**config.mk**
```make
export PLATFORM = sky130hd
export DESIGN_NAME = stb_top
export DESIGN_NICKNAME = d
export VERILOG_FILES = /design/src/logic/stb_cfg_pkg.sv /design/src/logic/stb_bus_pkg.sv /design/src/logic/dcache_req_if.sv /design/src/logic/dcache_port_arbiter.sv /design/src/logic/lsu_stb_ctrl.sv /design/src/logic/stb_drain_ctrl.sv /design/src/logic/stb_entry_fifo.sv /design/src/logic/stb_top.sv
export SDC_FILE = /design/constraint.sdc
export NUM_CORES = 1
export LEC_CHECK = 0
export ABC_AREA = 1
export BUFFER_PORTS_ARGS = -buffer_cell sky130_fd_sc_hd__buf_2
export CAP_MARGIN = 10
export CORE_ASPECT_RATIO = 0.5
export CORE_UTILIZATION = 53
export CTS_BUF_LIST = sky130_fd_sc_hd__clkbuf_4 sky130_fd_sc_hd__clkbuf_8
export DETAILED_ROUTE_END_ITERATION = 8
export GPL_ROUTABILITY_DRIVEN = 0
export GPL_TIMING_DRIVEN = 0
export PLACE_DENSITY = 0.78
export REMOVE_ABC_BUFFERS = 1
export SLEW_MARGIN = 0
export SYNTH_ARGS = -nofsm -noshare
export SYNTH_HDL_FRONTEND = slang
export SYNTH_SLANG_ARGS = --single-unit
```
**constraint.sdc**
```tcl
create_clock -name clk -period 4 [get_ports clk]
set_clock_uncertainty 0.1 [all_clocks]
set_input_delay 1 -clock clk [delete_from_list [all_inputs] [get_ports clk]]
set_output_delay 1 -clock clk [all_outputs]
set_load 0.02 [all_outputs]
```
**src/logic/stb_cfg_pkg.sv**
```systemverilog
`default_nettype none

package stb_cfg_pkg;

    localparam int ADDR_W    = 32;  // cache address
    localparam int DATA_W    = 32;  // data word
    localparam int BYTES_W   = 4;   // byte lanes per word
    localparam int STB_DEPTH = 4;   // store queue entries
    localparam int PTR_W     = 2;   // log2 of depth

    // occupancy needs one bit more than the pointers
    localparam int CNT_W = PTR_W + 1;
    localparam logic [CNT_W-1:0] FULL_CNT = CNT_W'(STB_DEPTH);

endpackage

`default_nettype wire

```
**src/logic/stb_bus_pkg.sv**
```systemverilog
`default_nettype none

package stb_bus_pkg;

    // one buffered store, 68 bits
    typedef struct packed {
        logic [stb_cfg_pkg::ADDR_W-1:0]  addr;      // target word address
        logic [stb_cfg_pkg::DATA_W-1:0]  wdata;     // store data
        logic [stb_cfg_pkg::BYTES_W-1:0] sel_byte;  // byte enables
    } stb_entry_s;

    // current owner of the cache port
    typedef enum logic [1:0] {
        REQ_NONE  = 2'd0,   // port idle
        REQ_DRAIN = 2'd1,   // store drain
        REQ_LOAD  = 2'd2    // lsu load
    } req_kind_e;

endpackage

`default_nettype wire

```
**src/logic/dcache_req_if.sv**
```systemverilog
`timescale 1ns/1ns
`default_nettype none

// one requester on a cache port, req/ack handshake
interface dcache_req_if;

    logic                               req;       // held until ack
    logic                               w_en;      // 1 store, 0 load
    logic [stb_cfg_pkg::ADDR_W-1:0]     addr;
    logic [stb_cfg_pkg::DATA_W-1:0]     wdata;
    logic [stb_cfg_pkg::BYTES_W-1:0]    sel_byte;
    logic                               ack;       // single cycle
    logic [stb_cfg_pkg::DATA_W-1:0]     rdata;     // valid with ack on loads

    modport requester (
        output req, w_en, addr, wdata, sel_byte,
        input  ack, rdata
    );

    modport port (
        input  req, w_en, addr, wdata, sel_byte,
        output ack, rdata
    );

endinterface

`default_nettype wire

```
**src/logic/dcache_port_arbiter.sv**
```systemverilog
`timescale 1ns/1ns
`default_nettype none

// single cache port shared by drain and load path
module dcache_port_arbiter (
    input  logic            clk,
    input  logic            rst_n,

    input  logic            stb_empty_i,    // queue empty, no drain pending

    dcache_req_if.port      drain,          // store drain requester
    dcache_req_if.port      load,           // lsu load requester
    dcache_req_if.requester cache           // toward dc_* pins
);

    stb_bus_pkg::req_kind_e owner_q;        // grant held until ack
    stb_bus_pkg::req_kind_e cur;            // effective owner this cycle

    // new choice only while idle, drain first
    always_comb begin
        cur = owner_q;
        if (owner_q == stb_bus_pkg::REQ_NONE) begin
            if (drain.req) begin
                cur = stb_bus_pkg::REQ_DRAIN;
            end else if (load.req && stb_empty_i) begin
                cur = stb_bus_pkg::REQ_LOAD;   // loads see every earlier store
            end
        end
    end

    always_ff @(posedge clk or negedge rst_n) begin
        if (!rst_n) begin
            owner_q <= stb_bus_pkg::REQ_NONE;
        end else if (cache.ack) begin
            owner_q <= stb_bus_pkg::REQ_NONE;  // release on ack
        end else begin
            owner_q <= cur;
        end
    end

    // route owner to cache, ack/rdata back to owner only
    always_comb begin
        cache.req      = 1'b0;
        cache.w_en     = 1'b0;
        cache.addr     = '0;
        cache.wdata    = '0;
        cache.sel_byte = '0;
        drain.ack      = 1'b0;
        drain.rdata    = '0;
        load.ack       = 1'b0;
        load.rdata     = '0;
        case (cur)
            stb_bus_pkg::REQ_DRAIN: begin
                cache.req      = drain.req;
                cache.w_en     = drain.w_en;
                cache.addr     = drain.addr;
                cache.wdata    = drain.wdata;
                cache.sel_byte = drain.sel_byte;
                drain.ack      = cache.ack;
                drain.rdata    = cache.rdata;
            end
            stb_bus_pkg::REQ_LOAD: begin
                cache.req      = load.req;
                cache.w_en     = load.w_en;
                cache.addr     = load.addr;
                cache.wdata    = load.wdata;
                cache.sel_byte = load.sel_byte;
                load.ack       = cache.ack;
                load.rdata     = cache.rdata;
            end
            default: ;                     // port idle
        endcase
    end

endmodule

`default_nettype wire

```
**src/logic/lsu_stb_ctrl.sv**
```systemverilog
`timescale 1ns/1ns
`default_nettype none

// store accept with one push per held request and a registered ack
module lsu_stb_ctrl (
    input  logic    clk,
    input  logic    rst_n,

    input  logic    st_req_i,   // lsu store request held until ack
    input  logic    full_i,     // queue has no room

    output logic    push_o,     // write entry into queue
    output logic    ack_o       // store accepted for one cycle
);

    typedef enum logic {
        ST_IDLE = 1'b0,     // waiting for a store
        ST_ACK  = 1'b1      // ack cycle, request still held
    } state_e;

    state_e state_q;
    state_e state_d;

    // push only from idle so a held request lands once
    assign push_o = st_req_i & ~full_i & (state_q == ST_IDLE);

    always_comb begin
        state_d = ST_IDLE;          // ack lasts exactly one cycle
        if (push_o) begin
            state_d = ST_ACK;
        end
    end

    always_ff @(posedge clk or negedge rst_n) begin
        if (!rst_n) begin
            state_q <= ST_IDLE;
        end else begin
            state_q <= state_d;
        end
    end

    assign ack_o = (state_q == ST_ACK);    // registered one cycle after push

endmodule

`default_nettype wire

```
**src/logic/stb_drain_ctrl.sv**
```systemverilog
`timescale 1ns/1ns
`default_nettype none

// drains the queue head to the cache port, one store at a time
module stb_drain_ctrl (
    input  logic                    clk,
    input  logic                    rst_n,

    // from queue
    input  logic                    empty_i,
    input  stb_bus_pkg::stb_entry_s head_i,
    output logic                    pop_o,      // head retired

    dcache_req_if.requester         dc          // toward arbiter
);

    typedef enum logic {
        DR_IDLE = 1'b0,
        DR_BUSY = 1'b1      // request out, waiting for ack
    } drain_state_e;

    drain_state_e            state_q;
    stb_bus_pkg::stb_entry_s entry_q;   // copy of head, stable while busy

    // pop at the same edge the ack is taken
    assign pop_o = (state_q == DR_BUSY) & dc.ack;

    always_ff @(posedge clk or negedge rst_n) begin
        if (!rst_n) begin
            state_q <= DR_IDLE;
        end else begin
            case (state_q)
                DR_IDLE: if (!empty_i) state_q <= DR_BUSY;  // start next drain
                DR_BUSY: if (dc.ack)   state_q <= DR_IDLE;  // done, reconsider
                default: state_q <= DR_IDLE;
            endcase
        end
    end

    // latch head on the start of a drain
    always_ff @(posedge clk) begin
        if ((state_q == DR_IDLE) && !empty_i) begin
            entry_q <= head_i;
        end
    end

    assign dc.req      = (state_q == DR_BUSY);
    assign dc.w_en     = 1'b1;             // drains are always writes
    assign dc.addr     = entry_q.addr;
    assign dc.wdata    = entry_q.wdata;
    assign dc.sel_byte = entry_q.sel_byte;

endmodule

`default_nettype wire

```
**src/logic/stb_entry_fifo.sv**
```systemverilog
`timescale 1ns/1ns
`default_nettype none

// in-order store queue in a circular buffer
module stb_entry_fifo (
    input  logic                    clk,
    input  logic                    rst_n,

    // from lsu controller
    input  logic                    push_i,
    input  stb_bus_pkg::stb_entry_s push_entry_i,

    // drain side
    input  logic                    pop_i,
    output stb_bus_pkg::stb_entry_s head_o,        // oldest store read combinationally

    output logic                    full_o,
    output logic                    empty_o
);

    stb_bus_pkg::stb_entry_s        mem [stb_cfg_pkg::STB_DEPTH];  // entry storage

    logic [stb_cfg_pkg::PTR_W-1:0]  wr_ptr;     // next free slot
    logic [stb_cfg_pkg::PTR_W-1:0]  rd_ptr;     // oldest entry
    logic [stb_cfg_pkg::CNT_W-1:0]  count;      // occupancy

    logic                           do_push;
    logic                           do_pop;

    // guard against misuse at the edges
    assign do_push = push_i & ~full_o;
    assign do_pop  = pop_i & ~empty_o;

    assign full_o  = (count == stb_cfg_pkg::FULL_CNT);
    assign empty_o = (count == '0);

    assign head_o  = mem[rd_ptr];

    // payload write
    always_ff @(posedge clk) begin
        if (do_push) begin
            mem[wr_ptr] <= push_entry_i;
        end
    end

    // pointers wrap naturally at depth 4
    always_ff @(posedge clk or negedge rst_n) begin
        if (!rst_n) begin
            wr_ptr <= '0;
            rd_ptr <= '0;
        end else begin
            if (do_push) wr_ptr <= wr_ptr + 1'b1;
            if (do_pop)  rd_ptr <= rd_ptr + 1'b1;
        end
    end

    always_ff @(posedge clk or negedge rst_n) begin
        if (!rst_n) begin
            count <= '0;
        end else begin
            case ({do_push, do_pop})
                2'b10:   count <= count + 1'b1;    // fill
                2'b01:   count <= count - 1'b1;    // drain
                default: count <= count;           // none or both
            endcase
        end
    end

endmodule

`default_nettype wire

```
**src/logic/stb_top.sv**
```systemverilog
`timescale 1ns/1ns
`default_nettype none

// store buffer between lsu and dcache port
module stb_top (
    input  logic                                clk,
    input  logic                                rst_n,

    // lsu request side
    input  logic                                lsu_req_i,
    input  logic                                lsu_w_en_i,      // 1 store, 0 load
    input  logic [stb_cfg_pkg::ADDR_W-1:0]      lsu_addr_i,
    input  logic [stb_cfg_pkg::DATA_W-1:0]      lsu_wdata_i,
    input  logic [stb_cfg_pkg::BYTES_W-1:0]     lsu_sel_byte_i,
    output logic                                lsu_ack_o,
    output logic [stb_cfg_pkg::DATA_W-1:0]      lsu_rdata_o,

    // dcache port
    output logic                                dc_req_o,
    output logic                                dc_w_en_o,
    output logic [stb_cfg_pkg::ADDR_W-1:0]      dc_addr_o,
    output logic [stb_cfg_pkg::DATA_W-1:0]      dc_wdata_o,
    output logic [stb_cfg_pkg::BYTES_W-1:0]     dc_sel_byte_o,
    input  logic                                dc_ack_i,
    input  logic [stb_cfg_pkg::DATA_W-1:0]      dc_rdata_i,

    output logic                                stb_empty_o
);

    logic                       st_req;     // lsu store
    logic                       push;
    logic                       pop;
    logic                       full;
    logic                       empty;
    logic                       st_ack;     // store accepted
    stb_bus_pkg::stb_entry_s    push_entry;
    stb_bus_pkg::stb_entry_s    head;

    dcache_req_if drain_if ();
    dcache_req_if load_if ();
    dcache_req_if cache_if ();

    assign st_req = lsu_req_i & lsu_w_en_i;

    assign push_entry.addr     = lsu_addr_i;
    assign push_entry.wdata    = lsu_wdata_i;
    assign push_entry.sel_byte = lsu_sel_byte_i;

    // loads bypass the queue, arbiter holds them off until empty
    assign load_if.req      = lsu_req_i & ~lsu_w_en_i;
    assign load_if.w_en     = 1'b0;
    assign load_if.addr     = lsu_addr_i;
    assign load_if.wdata    = lsu_wdata_i;
    assign load_if.sel_byte = lsu_sel_byte_i;

    stb_entry_fifo u_fifo (
        .clk          (clk),
        .rst_n        (rst_n),
        .push_i       (push),
        .push_entry_i (push_entry),
        .pop_i        (pop),
        .head_o       (head),
        .full_o       (full),
        .empty_o      (empty)
    );

    lsu_stb_ctrl u_lsu_ctrl (
        .clk      (clk),
        .rst_n    (rst_n),
        .st_req_i (st_req),
        .full_i   (full),
        .push_o   (push),
        .ack_o    (st_ack)
    );

    stb_drain_ctrl u_drain_ctrl (
        .clk     (clk),
        .rst_n   (rst_n),
        .empty_i (empty),
        .head_i  (head),
        .pop_o   (pop),
        .dc      (drain_if.requester)
    );

    dcache_port_arbiter u_arbiter (
        .clk         (clk),
        .rst_n       (rst_n),
        .stb_empty_i (empty),      // drain busy implies entry still queued
        .drain       (drain_if.port),
        .load        (load_if.port),
        .cache       (cache_if.requester)
    );

    // cache pins
    assign dc_req_o       = cache_if.req;
    assign dc_w_en_o      = cache_if.w_en;
    assign dc_addr_o      = cache_if.addr;
    assign dc_wdata_o     = cache_if.wdata;
    assign dc_sel_byte_o  = cache_if.sel_byte;
    assign cache_if.ack   = dc_ack_i;
    assign cache_if.rdata = dc_rdata_i;

    // store and load acks never overlap, one lsu request at a time
    assign lsu_ack_o   = st_ack | load_if.ack;
    assign lsu_rdata_o = load_if.rdata;
    assign stb_empty_o = empty;

endmodule

`default_nettype wire

```
# Yosys cells after proc, flatten, opt, wreduce, memory -nomap -nowiden
# Memories as Yosys holds them, arrays and structs flattened. A register that Yosys moved wholly into a read port is not among the register bits.
# Index checks and enable logic that the tools add are counted.
# op_classes
bitwise,13
n_addsub,4
reduce_logical,6
mux,19
n_eq_ne,5
# op_table
op,count
32-bit one-hot mux with 2 select lines,2
32-bit 2-to-1 mux,1
1-bit 2-to-1 mux,8
2-bit 2-to-1 mux,4
4-bit one-hot mux with 2 select lines,1
1-bit AND,7
3-bit one-hot mux with 2 select lines,1
1-bit NOT,5
"2-bit by 1-bit adder with 2-bit output, second input constant",2
"2-bit by 1-bit == test with 1-bit output, second input constant",2
"2-bit == test, second input constant",2
1-bit one-hot mux with 2 select lines,2
"3-bit by 1-bit adder with 3-bit output, second input constant",1
"3-bit == test, second input constant",1
3-bit logical NOT,1
"3-bit by 1-bit subtractor with 3-bit output, second input constant",1
1-bit logical AND,2
2-bit logical NOT,1
2-bit nonzero test,1
1-bit logical NOT,1
1-bit bitwise OR,1
# totals
out_inout_bits,104
elab_cells,54
ram_bits,272
register_bits,11
inputBits,105
n_memories,1
# mem_list
name,words,word_bits,read_ports,rd_ports_with_merged_regs,write_ports,line,text
u_fifo.mem,4,68,1,1,1,stb_entry_fifo.sv:21,stb_bus_pkg::stb_entry_s mem [stb_cfg_pkg::STB_DEPTH];

# Logic depth before layout (Yosys ltp)
# Gate-level depths: netlist of run 1.
# logic_depth
depth_word,12
ltp_mapped,17
ltp_nobuf,16

# Hierarchy
# A second synthesis of run 1 with hierarchy kept.
# unflattened
hier_cells,1334
hier_area_um2,15195.8
# by_module_without_submodules
mod,cells_per_inst,instances,area_per_inst_um2,seq_area_each_um2
stb_entry_fifo,855,1,11353.4,8343.0
stb_drain_ctrl,80,1,2117.0,2067.0
dcache_port_arbiter,387,1,1654.1,50.0
lsu_stb_ctrl,4,1,38.8,25.0
stb_top,8,1,32.5,0.0

# Worst setup path after synthesis of run 1
# No wires, ideal clock.
# synth_path
path_type,input port to flip-flop
start,input port lsu_w_en_i
end,memory u_fifo.mem[0][0] in the netlist's numbering (enable)
setup_slack_ns,-0.742
stages,4
arrival_time_ns,4.147
setup_ns,0.495
n_path_buf,0
required_ns,3.405
cell_sequence,nand2_1 > nor2_1 > nand2_1 > nor2_1
# synth_via
elab_chain_len,6
# synth_lines
item,line,text
"start, declared",stb_top.sv:11,"input logic lsu_w_en_i,"
1-bit AND,stb_top.sv:43,assign st_req = lsu_req_i & lsu_w_en_i;
1-bit AND (2 in series),lsu_stb_ctrl.sv:25,assign push_o = st_req_i & ~full_i & (state_q == ST_IDLE);
1-bit AND,stb_entry_fifo.sv:31,assign do_push = push_i & ~full_o;
1-bit 2-to-1 mux,stb_entry_fifo.sv:41,if (do_push) begin
1-bit 2-to-1 mux (implied by the code),stb_entry_fifo.sv:42,mem[wr_ptr] <= push_entry_i;
"end, declared",stb_entry_fifo.sv:21,
# No other way between the ends.

# Worst setup path after layout of run 1
# layout_path
start,register u_fifo.count[0] in the netlist's numbering
end,output port dc_addr_o[6] in the netlist's numbering
# layout_via
elab_chain_len,7
word_cells_on_any_way,8
cone_classes,eq/ne: 2; mux: 4; reduce/logical: 2
# layout_lines
item,line,text
"start, declared",stb_entry_fifo.sv:25,logic [stb_cfg_pkg::CNT_W-1:0] count;
"start signal, assigned",stb_entry_fifo.sv:62,2'b10: count <= count + 1'b1;
"start signal, assigned",stb_entry_fifo.sv:63,2'b01: count <= count - 1'b1;
"start signal, assigned",stb_entry_fifo.sv:64,default: count <= count;
3-bit logical NOT (*),stb_entry_fifo.sv:35,assign empty_o = (count == '0);
1-bit logical AND (*),dcache_port_arbiter.sv:25,end else if (load.req && stb_empty_i) begin
2-bit 2-to-1 mux (*),dcache_port_arbiter.sv:25,
2-bit 2-to-1 mux (*),dcache_port_arbiter.sv:23,if (drain.req) begin
2-bit 2-to-1 mux (*),dcache_port_arbiter.sv:22,if (owner_q == stb_bus_pkg::REQ_NONE) begin
2-bit == test / 2-bit by 1-bit == test with 1-bit output (equally long branches),-,
32-bit one-hot mux with 2 select lines (*),dcache_port_arbiter.sv:52,case (cur)
"end, declared",stb_top.sv:21,"output logic [stb_cfg_pkg::ADDR_W-1:0] dc_addr_o,"
# Mark *: on every way between the ends. The rest lies on a longest branch, timed or not.

==> metrics.md, run 1 <==
| Metric | Value |
|---|---|
| Outcome | `complete, no violations` |
| Placed cell area | `0.0155 mm2` |
| Layout Cell Area excl Fill | `0.0166 mm2` |
| Smallest hold slack | `0.198 ns` |
| Fin crit period | `3.90 ns` |
| Vias after detailed routing | `9737` |
| Total wirelength of the detailed-routed design | `34.7 mm` |
| Data required time of the critical path | `2.90 ns` |
| Total count of max-transition violations in the final report | `0` |
| Avg Synthesized Cell Area | `12.6 um2` |
| Pin count of the biggest net entering global routing | `95` |
| Largest voltage drop on the vdd net | `0.000412 V` |
| Floorplan row count | `41` |
| Type of element capturing the critical path | `output port` |
| Final period util | `97.6%` |
| Cell count after placement | `1603` |
| Final hold violation count | `0` |
| Total negative setup slack | `0 ns` |
| Deepest level of the CTS H-tree | `2` |
| Antenna violations before repair | `3` |
| Number of nets with antenna violations after routing | `0` |
| Wire length per cell | `20.4 um` |
| Global-route wire length before repair | `50.4 mm` |
| Residual overflow from global routing | `0` |
| Cell Pwr Density | `735 mW/mm2` |
| Height of the die | `117 um` |
| Setup repair after global routing missed its margin | `no` |
| Synthesized area | `0.0140 mm2` |
| I/O Pins | `209` |
| Cell leakage power | `6.33 nW` |
| Cells after synthesis | `1105` |
| TritonCTS clock tree | `done` |
| Post-Layout Cell Count | `1702` |
| Setup Slack @ Placement | `-0.175 ns` |
| Vias in the first global route | `9625` |
| Total power | `12.2 mW` |
| Die area | `0.0270 mm2` |
| Final core utilization | `64.9%` |
| Number of filler instances in the final layout | `1845` |
| Most frequent cells in the layout | `sky130_fd_sc_hd__edfxtp_1 (340), sky130_fd_sc_hd__buf_2 (208), sky130_fd_sc_hd__nand2_1 (188)` |
| Fin worst setup slack | `0.0959 ns` |
| Part of the Yosys area used for sequential elements | `75.1%` |
| Clock latency reported for the late side of the worst-skew pair | `0.58 ns` |
| Area inside the core boundary | `0.0255 mm2` |
| #FFs+latches synth | `351` |
| DP HPWL | `18.8 mm` |
| Crit path launch type | `flip-flop` |
| Headroom to the max-slew limit | `34.2%` |
| Top_reg_cell synth | `sky130_fd_sc_hd__edfxtp_1` |
| Arrival time worst endpoint | `2.80 ns` |
| Library cell used as clock root buffer | `sky130_fd_sc_hd__clkbuf_8` |
| Max Cap Viol | `0` |
| Final setup violation count | `0` |
| Hold Crit Class | `in -> async` |
| Starting utilization of the core area | `54.7%` |
| Detailed router's first-iteration violation count | `1041` |
| Total of hold buffers inserted after clock tree synthesis | `0` |
| Count of flip-flops with a built-in enable after synthesis | `340` |
| Netlist cell types | `21` |
| Detailed-router iteration count before antenna repair | `5` |
| Yosys Warn Count | `0` |
| Area of the multi-input gates | `0.00297 mm2` |
| Sequential cell area | `0.0105 mm2` |
| Number of buffers on the longest clock path | `3` |
| Remaining DRCs | `0` |
| Worst-Margin Slew | `0.987 ns` |
| Proportion of synthesized flip-flops having asynchronous set or reset | `3.13%` |
| Largest fanout on the critical path | `47` |
| Fraction of layout instances using a drive strength above 1 | `23.7%` |
| NumNets Final | `1433` |
| Clock transition at the register clock pins on the worst setup and hold paths after CTS | `0.07 ns` |
| CTS Buf Count | `49` |
| Most common cell after layout, fill and taps aside | `sky130_fd_sc_hd__edfxtp_1` |
| Setup CP Type | `reg -> out` |
| Number of vias per cell after detailed routing | `5.72` |
| Overall track demand over capacity in global routing | `24.7%` |
| Highest attainable clock frequency | `256 MHz` |
| Area added between synthesis and finish | `18.7%` |
| Count of buffers from port buffering | `208` |
| Total clock sinks | `351` |
| Chip Width | `232 um` |
-- power by group --
| part | switching (mW) | internal (mW) | total (mW) |
|---|---|---|---|
| Combinational | 2.94 | 1.33 | 4.27 |
| Sequential | 0.297 | 4.89 | 5.19 |
| Clock | 1.32 | 1.40 | 2.72 |
| Total | 4.56 | 7.62 | 12.2 |
-- path summary, 6_finish.rpt --
kind,from,to,slack [ns],cells past startpoint
min in group clk,u_fifo.count[0]$_DFFE_PN0P_,u_fifo.count[0]$_DFFE_PN0P_,0.40,1
max in group asynchronous,rst_n,u_fifo.rd_ptr[0]$_DFFE_PN0P_,3.35,1
worst max register to register,u_fifo.count[0]$_DFFE_PN0P_,u_fifo.count[2]$_DFFE_PN0P_,0.83,17
worst max-delay path,u_fifo.count[0]$_DFFE_PN0P_,dc_addr_o[6],0.1,10
worst min register to register,u_fifo.count[0]$_DFFE_PN0P_,u_fifo.count[0]$_DFFE_PN0P_,0.40,1
worst min-delay path,rst_n,u_fifo.rd_ptr[1]$_DFFE_PN0P_,0.20,1
-- cells by family after synthesis --
family                     Yosys count  share of synthesized area, %
DFF                                351                          75.1
and+or+nand+nor                    338                          9.12
AOI/OAI and AO/OA                  279                          10.6
buffers and inverters              125                          4.17
adders and majority gates            8                         0.770
xor gates and xnor gates             4                         0.251
-- metal layers --
layer  track usage, %  share of wire (%)  vias up
li1                 -                  -     4374
met1             31.8                 40     4811
met2             42.2                 50      459
met3             4.58                7.6       91
met4             10.7                3.0        2
met5                0              0.023        -
-- registers in the layout, indices dropped and copies added (netlist names) --
register	count
u_fifo.mem	272
u_drain_ctrl.dc.addr	32
u_drain_ctrl.dc.wdata	32
u_drain_ctrl.dc.sel_byte	4
u_fifo.count	3
u_arbiter.owner_q	2
u_fifo.rd_ptr	2
u_fifo.wr_ptr	2
u_drain_ctrl.dc.req	1
u_lsu_ctrl.ack_o	1
-- cell type report --
class	instances	area share, %
multi-input combinational	629	17.9
antenna	2	0.0302
sequential	351	63.3
clock buffer	66	4.95
inverter	54	1.24
timing repair buffer	235	9.26
tap	344	2.60
clock inverter	21	0.725
-- cells in the mapped netlist, drive strengths merged, types with 3 or more instances --
library cell | instances | area share, %
edfxtp | 340 | 73
nand2 | 188 | 5.1
nor2 | 146 | 3.9
o21ai | 138 | 4.9
a21oi | 72 | 2.6
o22ai | 68 | 3.0
inv | 54 | 1.5
buf | 38 | 1.8
clkbuf | 33 | 0.89
dfrtp | 11 | 2.0
ha | 7 | 0.63
nand3 | 4 | 0.14
xor2 | 3 | 0.19
-- what timing repair did --
item                       CTS  global route
buffers inserted             6             4
cloned                       0             0
pin swaps                    1             2
resized for setup            1             0
setup endpoints to repair   68            35
-- worst max-delay path, cell delays in order (launching register included) --
cell	delay, ns
sky130_fd_sc_hd__dfrtp_1	0.41
sky130_fd_sc_hd__inv_1	0.15
sky130_fd_sc_hd__nand2_1	0.10
sky130_fd_sc_hd__nor2_2	0.26
sky130_fd_sc_hd__nand2_1	0.14
sky130_fd_sc_hd__nand2_1	0.16
sky130_fd_sc_hd__ha_4	0.18
sky130_fd_sc_hd__buf_16	0.25
sky130_fd_sc_hd__nand2_1	0.09
sky130_fd_sc_hd__a21oi_1	0.26
sky130_fd_sc_hd__buf_2	0.23
Note: power is estimated with default switching activity, not from simulation.
==> run 2: changes to the inputs <==
--- a/config.mk
+++ b/config.mk
@@ -14,7 +14,7 @@
 export DETAILED_ROUTE_END_ITERATION = 8
 export GPL_ROUTABILITY_DRIVEN = 0
 export GPL_TIMING_DRIVEN = 0
-export PLACE_DENSITY = 0.78
+export PLACE_DENSITY = 0.81
 export REMOVE_ABC_BUFFERS = 1
 export SLEW_MARGIN = 0
 export SYNTH_ARGS = -nofsm -noshare
==> metrics.md, run 2 (same netlist as run 1, synthesis figures left out) <==
| Metric | Value |
|---|---|
| Total clock sinks | `351 (unchanged)` |
| Worst-Margin Slew | `0.823 ns (was 0.987 ns)` |
| Final core utilization | `64.9% (about the same)` |
| Vias after detailed routing | `9649 (was 9737)` |
| Number of filler instances in the final layout | `1801 (was 1845)` |
| Area inside the core boundary | `0.0255 mm2 (unchanged)` |
| Largest voltage drop on the vdd net | `0.000387 V (was 0.000412 V)` |
| Height of the die | `117 um (unchanged)` |
| Fraction of layout instances using a drive strength above 1 | `23.7% (about the same)` |
| Total of hold buffers inserted after clock tree synthesis | `0 (unchanged)` |
| Starting utilization of the core area | `54.7% (unchanged)` |
| Die area | `0.0270 mm2 (unchanged)` |
| Cell Pwr Density | `731 mW/mm2 (was 735 mW/mm2)` |
| Clock transition at the register clock pins on the worst setup and hold paths after CTS | `0.08 ns (was 0.07 ns)` |
| Floorplan row count | `41 (unchanged)` |
| I/O Pins | `209 (unchanged)` |
| Cell leakage power | `6.34 nW (was 6.33 nW)` |
| Setup CP Type | `reg -> out (unchanged)` |
| Outcome | `complete, no violations (unchanged)` |
| Highest attainable clock frequency | `257 MHz (was 256 MHz)` |
| Antenna violations before repair | `2 (was 3)` |
| Most frequent cell on the critical path | `sky130_fd_sc_hd__nand2_1 (unchanged)` |
| Type of element capturing the critical path | `output port (unchanged)` |
| Pin count of the biggest net entering global routing | `78 (was 95)` |
| Fin worst setup slack | `0.108 ns (was 0.0959 ns)` |
| Vias in the first global route | `9572 (was 9625)` |
| Detailed-router iteration count before antenna repair | `6 (was 5)` |
| Wire length per cell | `20.1 um (was 20.4 um)` |
| Data required time of the critical path | `2.90 ns (about the same)` |
| Headroom to the max-slew limit | `45.0% (was 34.2%)` |
| Fin crit period | `3.89 ns (was 3.90 ns)` |
| Hold Crit Class | `in -> async (unchanged)` |
| NumNets Final | `1429 (was 1433)` |
| Residual overflow from global routing | `0 (unchanged)` |
| Deepest level of the CTS H-tree | `2 (unchanged)` |
| Detailed router's first-iteration violation count | `1043 (was 1041)` |
| Max Cap Viol | `0 (unchanged)` |
| Most common cell after layout, fill and taps aside | `sky130_fd_sc_hd__edfxtp_1 (unchanged)` |
| DP HPWL | `18.9 mm (was 18.8 mm)` |
| Total wirelength of the detailed-routed design | `34.2 mm (was 34.7 mm)` |
| TritonCTS clock tree | `done (unchanged)` |
| Global-route wire length before repair | `49.6 mm (was 50.4 mm)` |
| Clock latency reported for the late side of the worst-skew pair | `0.56 ns (was 0.58 ns)` |
| Slowest stage cell, crit path | `sky130_fd_sc_hd__dfrtp_1 (unchanged)` |
| Count of buffers from port buffering | `208 (unchanged)` |
| Number of vias per cell after detailed routing | `5.68 (was 5.72)` |
| Arrival time worst endpoint | `2.79 ns (was 2.80 ns)` |
| Ordered list of cells on the worst path | `inv_1, nand2_1, nor2_1, nand2_1, nand2_1, inv_1, ha_4, buf_12, nand2_1, a21oi_1, buf_2 (was inv_1, nand2_1, nor2_2, nand2_1, nand2_1, ha_4, buf_16, nand2_1, a21oi_1, buf_2)` |
| Final setup violation count | `0 (unchanged)` |
| Largest incremental delay on the critical path | `0.48 ns (was 0.41 ns)` |
| Overall track demand over capacity in global routing | `23.9% (was 24.7%)` |
| Area added between synthesis and finish | `18.8% (was 18.7%)` |
| Setup Slack @ Placement | `-0.0584 ns (was -0.175 ns)` |
| Total count of max-transition violations in the final report | `0 (unchanged)` |
| Number of flip-flops under the largest register name | `272 (unchanged)` |
| CTS Buf Count | `48 (was 49)` |
| Sequential cell area | `0.0105 mm2 (unchanged)` |
| Final period util | `97.3% (was 97.6%)` |
| Final hold violation count | `0 (unchanged)` |
| Number of nets with antenna violations after routing | `0 (unchanged)` |
| Library cell used as clock root buffer | `sky130_fd_sc_hd__clkbuf_8 (unchanged)` |
| Number of buffers on the longest clock path | `3 (unchanged)` |
| Remaining DRCs | `0 (unchanged)` |
| Crit path launch type | `flip-flop (unchanged)` |
| Chip Width | `232 um (unchanged)` |
| Area of the multi-input gates | `0.00297 mm2 (unchanged)` |
| Largest fanout on the critical path | `39 (was 47)` |
| Largest register by flop count | `u_fifo.mem (unchanged)` |
| Most frequent cells in the layout | `sky130_fd_sc_hd__edfxtp_1 (340), sky130_fd_sc_hd__buf_2 (208), sky130_fd_sc_hd__nand2_1 (188) (unchanged)` |
run 2: cell types whose count changed in the layout (fill, tap and decap cells not counted):
cell,before,now
sky130_fd_sc_hd__buf_12,17,14
sky130_fd_sc_hd__buf_16,3,6
sky130_fd_sc_hd__buf_4,4,1
sky130_fd_sc_hd__buf_8,2,1
sky130_fd_sc_hd__bufbuf_16,0,1
sky130_fd_sc_hd__clkbuf_4,14,20
sky130_fd_sc_hd__clkbuf_8,52,50
sky130_fd_sc_hd__clkinv_1,12,10
sky130_fd_sc_hd__clkinv_2,6,4
run 2: per-layer routing:
layer	part of all wire, %	GRT usage, %	vias to the layer above
met1	40	30.6	4750
met5	0	0	-
met4	2.1	8.51	0
li1	-	-	4368
met2	51	41.9	465
met3	7.7	4.31	66
run 2: cell type report:
cell class / instances / share of cell area [%]
multi-input cells: 629 / 17.9
inverters: 54 / 1.24
clock inverters: 17 / 0.618
diodes: 2 / 0.0302
well taps: 344 / 2.59
clock buffers: 70 / 5.05
repair buffers: 232 / 9.36
flip-flops and latches: 351 / 63.2
run 2: stage by stage:
stage / total power [mW] / hold slack, ns / TNS [ns] / instance area (um2) / std cells
3_3_place_gp: 9.06 / 0.367 / -1523.25 / 15100 / 1586
4_1_cts: 12.0 / 0.190 / 0 / 16500 / 1694
5_1_grt: 12.7 / 0.207 / -0.0355 / 16600 / 1699
6_report: 12.1 / 0.191 / 0 / 16600 / 1699
3_5_place_dp: 9.34 / 0.363 / -0.133 / 15500 / 1604
2_1_floorplan: 7.70 / 0.346 / -299.65 / 13600 / 1034
run 2: repair_timing:
item | 4_1_cts | 5_1_grt
gates resized for setup | 1 | 0
cloned | 1 | 0
endpoints found under the setup margin | 96 | 69
pin swaps | 1 | 1
buffers inserted | 2 | 3
run 2: worst max-delay path, delay by kind of cell (launching register included):
kind | cells | cell delay [ns]
buffers and inverters | 4 | 0.73
flip-flops | 1 | 0.48
adder cells (fa/ha/maj) | 1 | 0.34
AO/OA/AOI/OAI | 1 | 0.26
AND/OR/NAND/NOR | 5 | 0.41
run 2: path summary, 6_finish.rpt:
check                                                    end  depth (start not counted)  slack (ns)                           from
worst min register to register   u_fifo.count[0]$_DFFE_PN0P_                          1        0.37    u_fifo.count[0]$_DFFE_PN0P_
worst min-delay path             u_fifo.count[2]$_DFFE_PN0P_                          1        0.19                          rst_n
min in group clk                 u_fifo.count[0]$_DFFE_PN0P_                          1        0.37    u_fifo.count[0]$_DFFE_PN0P_
max in group asynchronous       u_fifo.rd_ptr[0]$_DFFE_PN0P_                          1        3.38                          rst_n
worst max-delay path                           dc_wdata_o[4]                         11        0.11  u_drain_ctrl.dc.req$_DFF_PN0_
worst max register to register   u_fifo.count[2]$_DFFE_PN0P_                         16        0.77  u_drain_ctrl.dc.req$_DFF_PN0_
run 2: power by group:
part | total, mW | internal [mW] | switching [mW]
Combinational | 4.18 | 1.33 | 2.85
Clock | 2.71 | 1.41 | 1.30
Sequential | 5.23 | 4.89 | 0.340
